### src/design/ras_pkg.sv
// Two threads of 16 entries each; return addresses are 47-bit bundle/slot values
`default_nettype none

package ras_pkg;

  //////////////////////////////////////////////////////////////////////
  // Sizes of the return-address stack
  //////////////////////////////////////////////////////////////////////
  localparam int ras_threads   = 2;                 // Hardware threads sharing the RAM
  localparam int ras_depth     = 16;                // Entries per thread
  localparam int ras_ptr_w     = 4;                 // Per-thread pointer width
  localparam int ras_addr_w    = 5;                 // Thread bit plus pointer
  localparam int ras_va_w      = 47;                // Full return address width
  localparam int ras_slot_w    = 4;                 // Slot within a bundle
  localparam int ras_bundle_w  = ras_va_w - ras_slot_w;  // Bundle address width
  localparam int ras_far_off_w = 12;                // Signed bundle offset of far calls

  // Pointer value of an empty stack
  localparam logic [ras_ptr_w-1:0] ras_ptr_top = ras_ptr_w'(ras_depth - 1);

  // Opcode classes in opcode bits 7:6, bit 5 flags a far call
  localparam logic [1:0] ras_opc_call = 2'b10;
  localparam logic [1:0] ras_opc_ret  = 2'b11;

  //////////////////////////////////////////////////////////////////////
  // Shared packets
  //////////////////////////////////////////////////////////////////////
  typedef struct packed {
    logic                thread;
    logic [ras_va_w-1:0] pc;
    logic [7:0]          opcode;
    logic [15:0]         link_off;                  // Slot in 3:0, bundle offset above
  } fetch_pkt_t;

  typedef struct packed {
    logic                push;
    logic                pop;
    logic                thread;
    logic [ras_va_w-1:0] ret_addr;
  } stack_op_t;

  typedef struct packed {
    logic                thread;
    logic [ras_va_w-1:0] target;
  } ras_pred_t;

endpackage

`default_nettype wire

### src/design/ras_ram.sv
// Storage has no reset and reads undefined until written; read data follows the held address
`timescale 1ns/1ps
`default_nettype none

module ras_ram
  import ras_pkg::*;
(
  input  logic                  clk,
  input  logic                  rst,
  input  logic                  rd_en,
  input  logic [ras_addr_w-1:0] rd_addr,
  output logic [ras_va_w-1:0]   rd_data,
  input  logic                  wr_en,
  input  logic [ras_addr_w-1:0] wr_addr,
  input  logic [ras_va_w-1:0]   wr_data
);

  logic [ras_va_w-1:0]   mem [ras_threads*ras_depth];  // One bank per thread, thread is the MSB
  logic [ras_addr_w-1:0] rd_addr_q;                    // Address latched by the last read

  //////////////////////////////////////////////////////////////////////
  // Read port
  //////////////////////////////////////////////////////////////////////
  always_ff @(posedge clk) begin
    if (rst) begin
      rd_addr_q <= '0;
    end else if (rd_en) begin
      rd_addr_q <= rd_addr;  // Hold the address until the next read
    end
  end

  // An entry written after the read strobe still shows up here
  assign rd_data = mem[rd_addr_q];

  //////////////////////////////////////////////////////////////////////
  // Write port
  //////////////////////////////////////////////////////////////////////
  always_ff @(posedge clk) begin
    if (wr_en) begin
      mem[wr_addr] <= wr_data;
    end
  end

endmodule

`default_nettype wire

### src/design/ras_branch_class.sv
// Purely combinational; push and pop are valid only in the cycle of fetch_valid
`timescale 1ns/1ps
`default_nettype none

module ras_branch_class
  import ras_pkg::*;
(
  input  logic       fetch_valid,
  input  fetch_pkt_t fetch,
  output stack_op_t  op
);

  logic [1:0]               opc_class;   // Opcode bits 7:6
  logic                     far_call;    // Opcode bit 5
  logic                     is_call;
  logic                     is_ret;
  logic [ras_far_off_w-1:0] far_off;     // Signed bundle distance of a far call
  logic                     near_next;   // Near call returns into the next bundle
  logic [ras_bundle_w-1:0]  far_ext;
  logic [ras_bundle_w-1:0]  near_ext;
  logic [ras_bundle_w-1:0]  bundle_off;
  logic [ras_bundle_w-1:0]  pc_bundle;
  logic [ras_bundle_w-1:0]  ret_bundle;
  logic [ras_slot_w-1:0]    ret_slot;

  //////////////////////////////////////////////////////////////////////
  // Opcode decode
  //////////////////////////////////////////////////////////////////////
  assign opc_class = fetch.opcode[7:6];
  assign far_call  = fetch.opcode[5];

  assign is_call = (opc_class == ras_opc_call);  // Any other class leaves the stack alone
  assign is_ret  = (opc_class == ras_opc_ret);

  //////////////////////////////////////////////////////////////////////
  // Return address
  //////////////////////////////////////////////////////////////////////
  assign far_off   = fetch.link_off[15:4];
  assign near_next = fetch.link_off[4];

  // Far offset is sign extended to the full bundle width
  assign far_ext  = {{(ras_bundle_w - ras_far_off_w){far_off[ras_far_off_w-1]}}, far_off};
  assign near_ext = {{(ras_bundle_w - 1){1'b0}}, near_next};

  assign bundle_off = far_call ? far_ext : near_ext;

  assign pc_bundle  = fetch.pc[ras_va_w-1:ras_slot_w];
  assign ret_bundle = pc_bundle + bundle_off;      // Wraps at the top of the address space
  assign ret_slot   = fetch.link_off[ras_slot_w-1:0];

  //////////////////////////////////////////////////////////////////////
  // Stack operation
  //////////////////////////////////////////////////////////////////////
  // Opcode classes are exclusive, so push and pop never fire together
  assign op.push     = fetch_valid & is_call;
  assign op.pop      = fetch_valid & is_ret;
  assign op.thread   = fetch.thread;
  assign op.ret_addr = {ret_bundle, ret_slot};     // Only meaningful for a push

endmodule

`default_nettype wire

### src/design/ras_stack.sv
// Stack wraps silently at 16 entries; a flush drops the fetch of its cycle and the pending push
`timescale 1ns/1ps
`default_nettype none

module ras_stack
  import ras_pkg::*;
(
  input  logic      clk,
  input  logic      rst,
  input  stack_op_t op,
  input  logic      flush_valid,
  input  logic      flush_thread,
  output logic      pred_valid,
  output ras_pred_t pred
);

  // Push waiting for its RAM write one cycle later
  typedef struct packed {
    logic                 thread;
    logic [ras_ptr_w-1:0] ptr;
    logic [ras_va_w-1:0]  data;
  } pend_wr_t;

  logic [ras_ptr_w-1:0]  rd_ptr [ras_threads];  // Top of stack per thread
  logic [ras_ptr_w-1:0]  wr_ptr [ras_threads];  // Next free slot per thread
  logic                  do_push;
  logic                  do_pop;
  logic                  pend_en;
  pend_wr_t              pend;
  logic                  byp_hit;
  logic [ras_va_w-1:0]   byp_data;
  logic                  pop_thread;
  logic                  ram_rd_en;
  logic [ras_addr_w-1:0] ram_rd_addr;
  logic [ras_va_w-1:0]   ram_rd_data;
  logic                  ram_wr_en;
  logic [ras_addr_w-1:0] ram_wr_addr;

  // A flush wins over any fetch in the same cycle
  assign do_push = op.push & ~flush_valid;
  assign do_pop  = op.pop & ~flush_valid;

  //////////////////////////////////////////////////////////////////////
  // Pointers
  //////////////////////////////////////////////////////////////////////
  always_ff @(posedge clk) begin
    if (rst) begin
      for (int t = 0; t < ras_threads; t++) begin
        rd_ptr[t] <= ras_ptr_top;
        wr_ptr[t] <= '0;
      end
    end else if (flush_valid) begin
      rd_ptr[flush_thread] <= ras_ptr_top;  // Other thread keeps its stack
      wr_ptr[flush_thread] <= '0;
    end else if (do_push) begin
      rd_ptr[op.thread] <= rd_ptr[op.thread] + ras_ptr_w'(1);
      wr_ptr[op.thread] <= wr_ptr[op.thread] + ras_ptr_w'(1);
    end else if (do_pop) begin
      rd_ptr[op.thread] <= rd_ptr[op.thread] - ras_ptr_w'(1);
      wr_ptr[op.thread] <= wr_ptr[op.thread] - ras_ptr_w'(1);
    end
  end

  //////////////////////////////////////////////////////////////////////
  // Delayed write stage
  //////////////////////////////////////////////////////////////////////
  always_ff @(posedge clk) begin
    if (rst) begin
      pend_en <= 1'b0;
    end else begin
      pend_en <= do_push;
    end
  end

  always_ff @(posedge clk) begin
    if (do_push) begin
      pend.thread <= op.thread;
      pend.ptr    <= wr_ptr[op.thread];  // Slot before the increment
      pend.data   <= op.ret_addr;
    end
  end

  // A flush in the write cycle cancels the push of the cycle before, on either thread
  assign ram_wr_en   = pend_en & ~flush_valid;
  assign ram_wr_addr = {pend.thread, pend.ptr};

  //////////////////////////////////////////////////////////////////////
  // Read and prediction
  //////////////////////////////////////////////////////////////////////
  assign ram_rd_en   = do_pop;
  assign ram_rd_addr = {op.thread, rd_ptr[op.thread]};

  always_ff @(posedge clk) begin
    if (rst) begin
      pred_valid <= 1'b0;
      byp_hit    <= 1'b0;
    end else begin
      pred_valid <= do_pop;
      // Pop right behind a push of its own thread takes the pending data
      byp_hit    <= do_pop & ram_wr_en & (pend.thread == op.thread);
    end
  end

  always_ff @(posedge clk) begin
    if (do_pop) begin
      pop_thread <= op.thread;
      byp_data   <= pend.data;
    end
  end

  assign pred.thread = pop_thread;
  assign pred.target = byp_hit ? byp_data : ram_rd_data;

  ras_ram u_ram (
    .clk     (clk),
    .rst     (rst),
    .rd_en   (ram_rd_en),
    .rd_addr (ram_rd_addr),
    .rd_data (ram_rd_data),
    .wr_en   (ram_wr_en),
    .wr_addr (ram_wr_addr),
    .wr_data (pend.data)
  );

endmodule

`default_nettype wire

### src/design/ras_predictor.sv
// Inputs are one-cycle strobes with no stall; pred_valid follows a return by one clock
`timescale 1ns/1ps
`default_nettype none

module ras_predictor
  import ras_pkg::*;
(
  input  logic       clk,
  input  logic       rst,

  // Fetch side
  input  logic       fetch_valid,
  input  fetch_pkt_t fetch,

  // Pipeline flush of one thread
  input  logic       flush_valid,
  input  logic       flush_thread,

  // Predicted return target
  output logic       pred_valid,
  output ras_pred_t  pred
);

  stack_op_t op;  // Decoded push or pop of this cycle

  //////////////////////////////////////////////////////////////////////
  // Classifier
  //////////////////////////////////////////////////////////////////////
  // Turns the fetched opcode into a stack operation in the same cycle
  ras_branch_class u_class (
    .fetch_valid (fetch_valid),
    .fetch       (fetch),
    .op          (op)
  );

  //////////////////////////////////////////////////////////////////////
  // Stack with its RAM
  //////////////////////////////////////////////////////////////////////
  // Pointers, delayed write and the registered prediction live here
  ras_stack u_stack (
    .clk          (clk),
    .rst          (rst),
    .op           (op),
    .flush_valid  (flush_valid),
    .flush_thread (flush_thread),
    .pred_valid   (pred_valid),
    .pred         (pred)
  );

endmodule

`default_nettype wire

### config.mk
export PLATFORM = sky130hd
export DESIGN_NAME = ras_predictor
export DESIGN_NICKNAME = d
export VERILOG_FILES = /design/src/design/ras_pkg.sv /design/src/design/ras_ram.sv /design/src/design/ras_branch_class.sv /design/src/design/ras_stack.sv /design/src/design/ras_predictor.sv
export SDC_FILE = /design/constraint.sdc
export NUM_CORES = 1
export LEC_CHECK = 0
export BUFFER_PORTS_ARGS = -buffer_cell sky130_fd_sc_hd__buf_4
export CAP_MARGIN = 40
export CORE_MARGIN = 1.5
export CORE_UTILIZATION = 55
export DETAILED_ROUTE_END_ITERATION = 8
export PLACE_DENSITY = 0.7
export SETUP_SLACK_MARGIN = 0.15
export SLEW_MARGIN = 20
export SYNTH_ARGS = -nofsm -noshare
export SYNTH_HDL_FRONTEND = slang
export SYNTH_SLANG_ARGS = --single-unit
### constraint.sdc
create_clock -name clk -period 12.16 [get_ports clk]
set_clock_uncertainty 0.05 [all_clocks]
set_input_delay 1.824 -clock clk [delete_from_list [all_inputs] [get_ports clk]]
set_output_delay 1.824 -clock clk [all_outputs]
set_load 0.01 [all_outputs]
---- Yosys cells after proc, flatten, opt, wreduce, memory -nomap -nowiden ----
Memories as Yosys holds them, arrays and structs flattened. A register that Yosys moved wholly into a read port is not among the register bits.
Index checks and enable logic that the tools add are counted.
cells by class
  $add $sub $neg .......................... 5
  eq/ne operators ......................... 3
  multiplexer cells ....................... 34
  bitwise gates (word level) .............. 10
  reduce and logical (&&, ||, !) cells .... 4
operators with widths
  operator             number
  $mux 47              1
  $add 43x43->43       1
  $mux 43              1
  $mux 1               24
  $mux 4               6
  $reduce_or 4->1      4
  $mux 5               2
  $add 4x1->4 const B  2
  $sub 4x1->4 const B  2
  $and 1x1->1          7
  $eq 2x2->1 const B   2
  $or 1x1->1           2
  $eq 1x1->1           1
  $not 1->1            1
storage, ports and cells
  bits in registers ....................... 108
  RAM bits ................................ 1520
  input port bits ......................... 77
  logic and storage cells ................. 68
  memories kept ........................... 3
memories
  name               depth  bits a word  rd ports  clocked after Yosys merged registers in  write ports  RTL line         source
  u_stack.u_ram.mem  32     47           1         1                                        1            ras_ram.sv:18    logic [ras_va_w-1:0] mem [ras_threads*ras_depth];
  u_stack.rd_ptr     2      4            1         0                                        2            ras_stack.sv:24  logic [ras_ptr_w-1:0] rd_ptr [ras_threads];
  u_stack.wr_ptr     2      4            1         0                                        2            ras_stack.sv:25  logic [ras_ptr_w-1:0] wr_ptr [ras_threads];

---- Depth between registers and ports, before layout ----
  depth after elaboration ................. 11
  depth in mapped cells ................... 13
  gate-level depth less buffers ........... 12

---- Cells and area by module ----
From an unflattened synthesis, not the netlist that was laid out.
second synthesis, totals
  cells, all modules ...................... 3890
  area total of the unflattened synthesis .. 65874.4 um2
by module, submodules not included
  module            times used  cells each  area an instance (um2)
  ras_ram           1           3270        58802.6
  ras_stack         1           249         4623.2
  ras_branch_class  1           371         2448.6

---- Least setup slack after synthesis ----
No wires, ideal clock.
  path type ............................... input-to-reg
  start ................................... input port flush_valid
  end ..................................... memory u_stack.wr_ptr[0][3], data pin
  arrival time ............................ 5242 ps
  data required time ...................... 11854 ps
  slack ................................... 6612 ps
  cell stages on the path ................. 12
  path through ............................ inv_1 -> and3_1 -> and2_1 -> clkbuf_1 -> nand2b_1 -> inv_1 -> ha_1 -> a21o_1 -> a21oi_1 -> xnor3_1 -> nand2_1 -> nor2_1
RTL lines
  what             RTL line             source
  start, declared  ras_predictor.sv:16  input logic flush_valid,
  end, declared    ras_stack.sv:25

==> results.md <==
Detailed routing:
- The number of DRC markers after the initial detailed-route iteration is 4541.
- The detailed-route DRC error count is 0.
- The post-detailed-route count of antenna-violating nets is 0.
- The number of detailed-route iterations in the first pass is 6.
- For this block, the routed nets add up to ~160000 um of wire.
- The mean number of vias per cell is approximately 6.6.
- The final route contains approximately 32000 vias.
- In the final routed layout, each cell accounts on average for 32.63 um.

Floorplanning:
- The number of placement rows is 125.
- In this run the horizontal extent of the chip is around 340 um.
- The count of pins on the block boundary is about 130.
- Once the floorplan was initialized, standard cells occupied approximately 55% of the core.
- The chip height is 344.2 um.
- After floorplanning, the core was sized to cover between 100000 and 150000 sq um.
- The die footprint is approximately 120000 sq um.

Synthesis:
- The post-synth net total is ~3000.
- The async set-reset flop share out of synthesis is 0%.
- After synthesis the netlist holds a flip-flop and latch count of 1633.
- The synthesized design contains 1620 enable-type register cells.
- Yosys printed 0 warnings.
- Counting instances in the post-synthesis netlist gives the leading cell types as 1620 x sky130_fd_sc_hd__edfxtp_1, 470 x sky130_fd_sc_hd__mux4_2, 98 x sky130_fd_sc_hd__nor2_1.
- In the post-synthesis netlist, the biggest area contributors are sky130_fd_sc_hd__edfxtp_1 76%, sky130_fd_sc_hd__mux4_2 17%, sky130_fd_sc_hd__mux2i_1 1.0%.
- The netlist area before placement is between 60000 and 70000 sq um.
- The fraction of synthesized cell area taken by the top area cell type is between 70 and 80%.
- The library cell with the highest instance count after synthesis is sky130_fd_sc_hd__edfxtp_1.
- The most used flip-flop cell after synthesis is sky130_fd_sc_hd__edfxtp_1.
- The distinct cell type count of the synthesized netlist is ~70.
- Sequential cells were found to cover 76.37% of the synthesized design area.
- The cell count after synthesis came out at 2868.
- The average cell area after synthesis is between 20 and 25 sq um.
- The biggest area contributor in the post-synthesis netlist is sky130_fd_sc_hd__edfxtp_1.

Clock network:
- Buffers inserted to repair hold after CTS numbered 0.
- The clock reaches the later pin of the worst-skew pair after 0.76 ns.
- In this run the clock root is driven by a sky130_fd_sc_hd__clkbuf_16.
- Once the clock tree was built, the setup fixing pass inserted 0 buffers.
- Counting every sink on the clock net gives 1633.
- The deepest clock path buffer count is 3.
- The H-tree was split into 4 levels.
- TritonCTS created between 150 and 200 clock buffers.
- The number of gates resized after CTS was 0.
- The clock transition at the registers of the reported paths is 0.06 ns.
- The TritonCTS clock tree is yes.

STA:
- The headroom to the max-slew limit is just under 30%.
- The total negative slack for setup checks is 0 ns.
- For the pin with the worst max-slew slack, the measured transition is about 1.1 ns.
- The achievable frequency is 145.1 MHz.
- The number of endpoints with negative hold slack in the final report is 0.
- Setup violations remaining at the end of the flow were counted as 0.
- Setup repair after global routing left no endpoint under its margin.
- After layout, the worst path uses a little under three fifths of the clock period.
- The worst path in the final design needs a cycle of around 6.9 ns, including I/O delays and setup.
- The number of max-slew violations in the final report is 0.

Worst setup path:
- Data arrives at the worst endpoint at 5.02 ns.
- The kind of start point of the critical path is a flip-flop.
- The critical path runs through a total of 8 cells.
- The depth of the worst register-to-register path is 3.
- The kind of cell with the highest combined delay on the critical path is buffers and inverters.
- Counting both buffers and inverters, the worst setup path holds a total of 4.
- The worst setup path is captured at an output pin.
- Setup slack on the worst reg-to-reg path comes out at 8.95 ns.
- The classification of the worst setup path is flip-flop to output pin.
- Traced cell by cell, the critical path runs through buf_12, buf_16, buf_12, mux4_2, mux4_2, mux2i_1, o21ai_0, buf_4.
- The critical path's largest stage delay is ~0.63 ns.
- Of all nets on the critical path, the largest fanout is 88.
- At the worst endpoint, the required time is between 10 and 15 ns.
- On the critical path, the stage with the largest delay is an instance of sky130_fd_sc_hd__dfxtp_4.

Power and ir drop:
- The cell leakage power is 22.39 nW.
- The power per unit of standard cell area is between 150 and 200 nW/um^2.
- The worst ir drop on vdd is roughly 0.15 mV.
- Overall power consumption after layout is estimated at ~0.011 W.

Global routing:
- The first global-routing pass estimated 221100 um of wire.
- The aggregate global routing overflow is 0.
- The largest net degree at the start of global routing is around 120.
- The number of global-route vias before repair is 31480.
- Across every metal layer, demand over resource in global routing totals roughly a quarter.
- The number of antenna violations at the first check in global routing came to 14.

Run status:
- The run finished with clean final reports.

Place:
- The number of buffers inserted by port buffering is roughly 120.
- The congestion estimate from routability-driven global placement came to approximately 0.90.
- The estimated wirelength of the detail-placed design is 83690 um.

Job:
- The reported max-cap violation count is 0.

Finish:
- The area growth from synthesis to layout is 14.89%.
- Across the whole layout, storage elements account for a little under 50000 sq um.
- After the last flow step, the layout net total stands at 3240.
- In the final layout, the multi-input gates occupy between 10000 and 15000 sq um.
- Fill cells in the final layout number 7399.
- The post-route netlist has a little under a third of its cells at a drive strength greater than 1.

Worst hold path:
- Along the worst hold path, the cell count comes to 2.
- The classification of the worst-slack hold path is flip-flop to flip-flop.
==> kinds of logic (layout without fill, tap and decap cells) <==
logic type / count (synthesis) / count (layout) / synth area share (%)
and+or+nand+nor: 323 / 323 / 2.401
buffers and inverters: 162 / 557 / 1.096
muxes: 539 / 539 / 17.62
xor gates and xnor gates: 52 / 52 / 0.7327
DFF: 1633 / 1633 / 76.37
adders and majority gates: 18 / 18 / 0.3869
other: 0 / 3 / 0
AOI/OAI and AO/OA: 141 / 141 / 1.395
==> layer usage <==
metal | GRT usage [%] | part of all wire (%) | vias up
met2 | 40.77 | 47 | 1852
li1 | - | - | 12690
met3 | 6.322 | 11 | 289
met5 | 0 | 0.090 | -
met4 | 7.904 | 2.7 | 24
met1 | 38.88 | 39 | 16650
==> flip-flops by register name, summed over array words and instances (netlist names), named ones only <==
register and cells:
u_stack.byp_data 47, u_stack.u_ram.mem 1504, u_stack.pop_thread 1, u_stack.byp_hit 1
u_stack.wr_ptr 8, u_stack.u_ram.rd_addr_q 5, u_stack.pend 52, u_stack.pend_en 1
u_stack.pred_valid 1, u_stack.rd_ptr 8
==> report_power, final <==
group          leakage [nW]  internal (W)  total, W  switching [W]
logic                  5.33      0.000191  0.000418       0.000227
registers              14.7       0.00616   0.00618      0.0000181
clock network          2.39       0.00267   0.00470        0.00203
total                  22.4       0.00903    0.0113        0.00227
==> metrics by stage <==
stage	setup slack [ns]	instance area [sq um]	hold WS, ns	cells	utilization [%]
final	5.268	73570	0.4488	4790	63.48
after global routing	4.909	73560	0.4525	4787	63.48
after CTS	5.342	72690	0.4486	4733	62.72
after detailed placement	6.176	67780	0.4394	4453	58.49
after global placement	6.168	66890	0.4252	4415	57.72
after floorplan	6.612	64040	0.4104	2868	-
==> final timing paths <==
path,from,endpoint
worst max register to register,u_stack.pend[48],u_stack.u_ram.mem[16][20]
worst max-delay path,flip-flop,pred[15]
worst min-delay path,u_stack.u_ram.rd_addr_q[1],flip-flop
worst min register to register,u_stack.u_ram.rd_addr_q[1],flip-flop
==> layout make-up <==
cell class	instances	area share, %
Multi-Input combinational cell	1073	19.95
Sequential cell	1633	66.51
Tap cell	1524	2.592
Timing Repair Buffer	264	4.194
Clock inverter	75	0.8486
Antenna cell	3	0.01020
Inverter	13	0.06633
Clock buffer	205	5.830
==> layout by cell type (no fill, tap or decap), types with 6 or more instances in the layout <==
cell,n
sky130_fd_sc_hd__clkbuf_16,165
sky130_fd_sc_hd__mux2i_1,64
sky130_fd_sc_hd__a211oi_1,8
sky130_fd_sc_hd__edfxtp_1,1620
sky130_fd_sc_hd__nor2_4,33
sky130_fd_sc_hd__buf_4,170
sky130_fd_sc_hd__ha_1,15
sky130_fd_sc_hd__mux4_2,470
sky130_fd_sc_hd__nand3b_1,6
sky130_fd_sc_hd__and2_1,14
sky130_fd_sc_hd__clkinv_2,21
sky130_fd_sc_hd__bufinv_16,9
sky130_fd_sc_hd__xnor2_1,34
sky130_fd_sc_hd__nand2b_1,8
sky130_fd_sc_hd__nor2_1,65
sky130_fd_sc_hd__nand4_1,9
sky130_fd_sc_hd__inv_1,13
sky130_fd_sc_hd__buf_16,29
sky130_fd_sc_hd__or3_1,6
sky130_fd_sc_hd__xor2_1,17
sky130_fd_sc_hd__nand3_1,27
sky130_fd_sc_hd__and3_1,9
sky130_fd_sc_hd__a21oi_1,28
sky130_fd_sc_hd__nand2_1,95
sky130_fd_sc_hd__clkinv_1,33
sky130_fd_sc_hd__clkbuf_1,39
sky130_fd_sc_hd__buf_8,49
sky130_fd_sc_hd__dfxtp_1,7
sky130_fd_sc_hd__nor4_1,11
sky130_fd_sc_hd__dfxtp_4,6
sky130_fd_sc_hd__o21ai_0,60
sky130_fd_sc_hd__buf_12,13
sky130_fd_sc_hd__nor3_1,16
==> worst register-to-register path: stages, from the launching register on <==
cell and delay [ns]:
sky130_fd_sc_hd__edfxtp_1 0.44, sky130_fd_sc_hd__or3_1 0.73, sky130_fd_sc_hd__nor2_4 0.80, sky130_fd_sc_hd__buf_4 0.78
No activity file was read; power rests on OpenSTA's default activity.
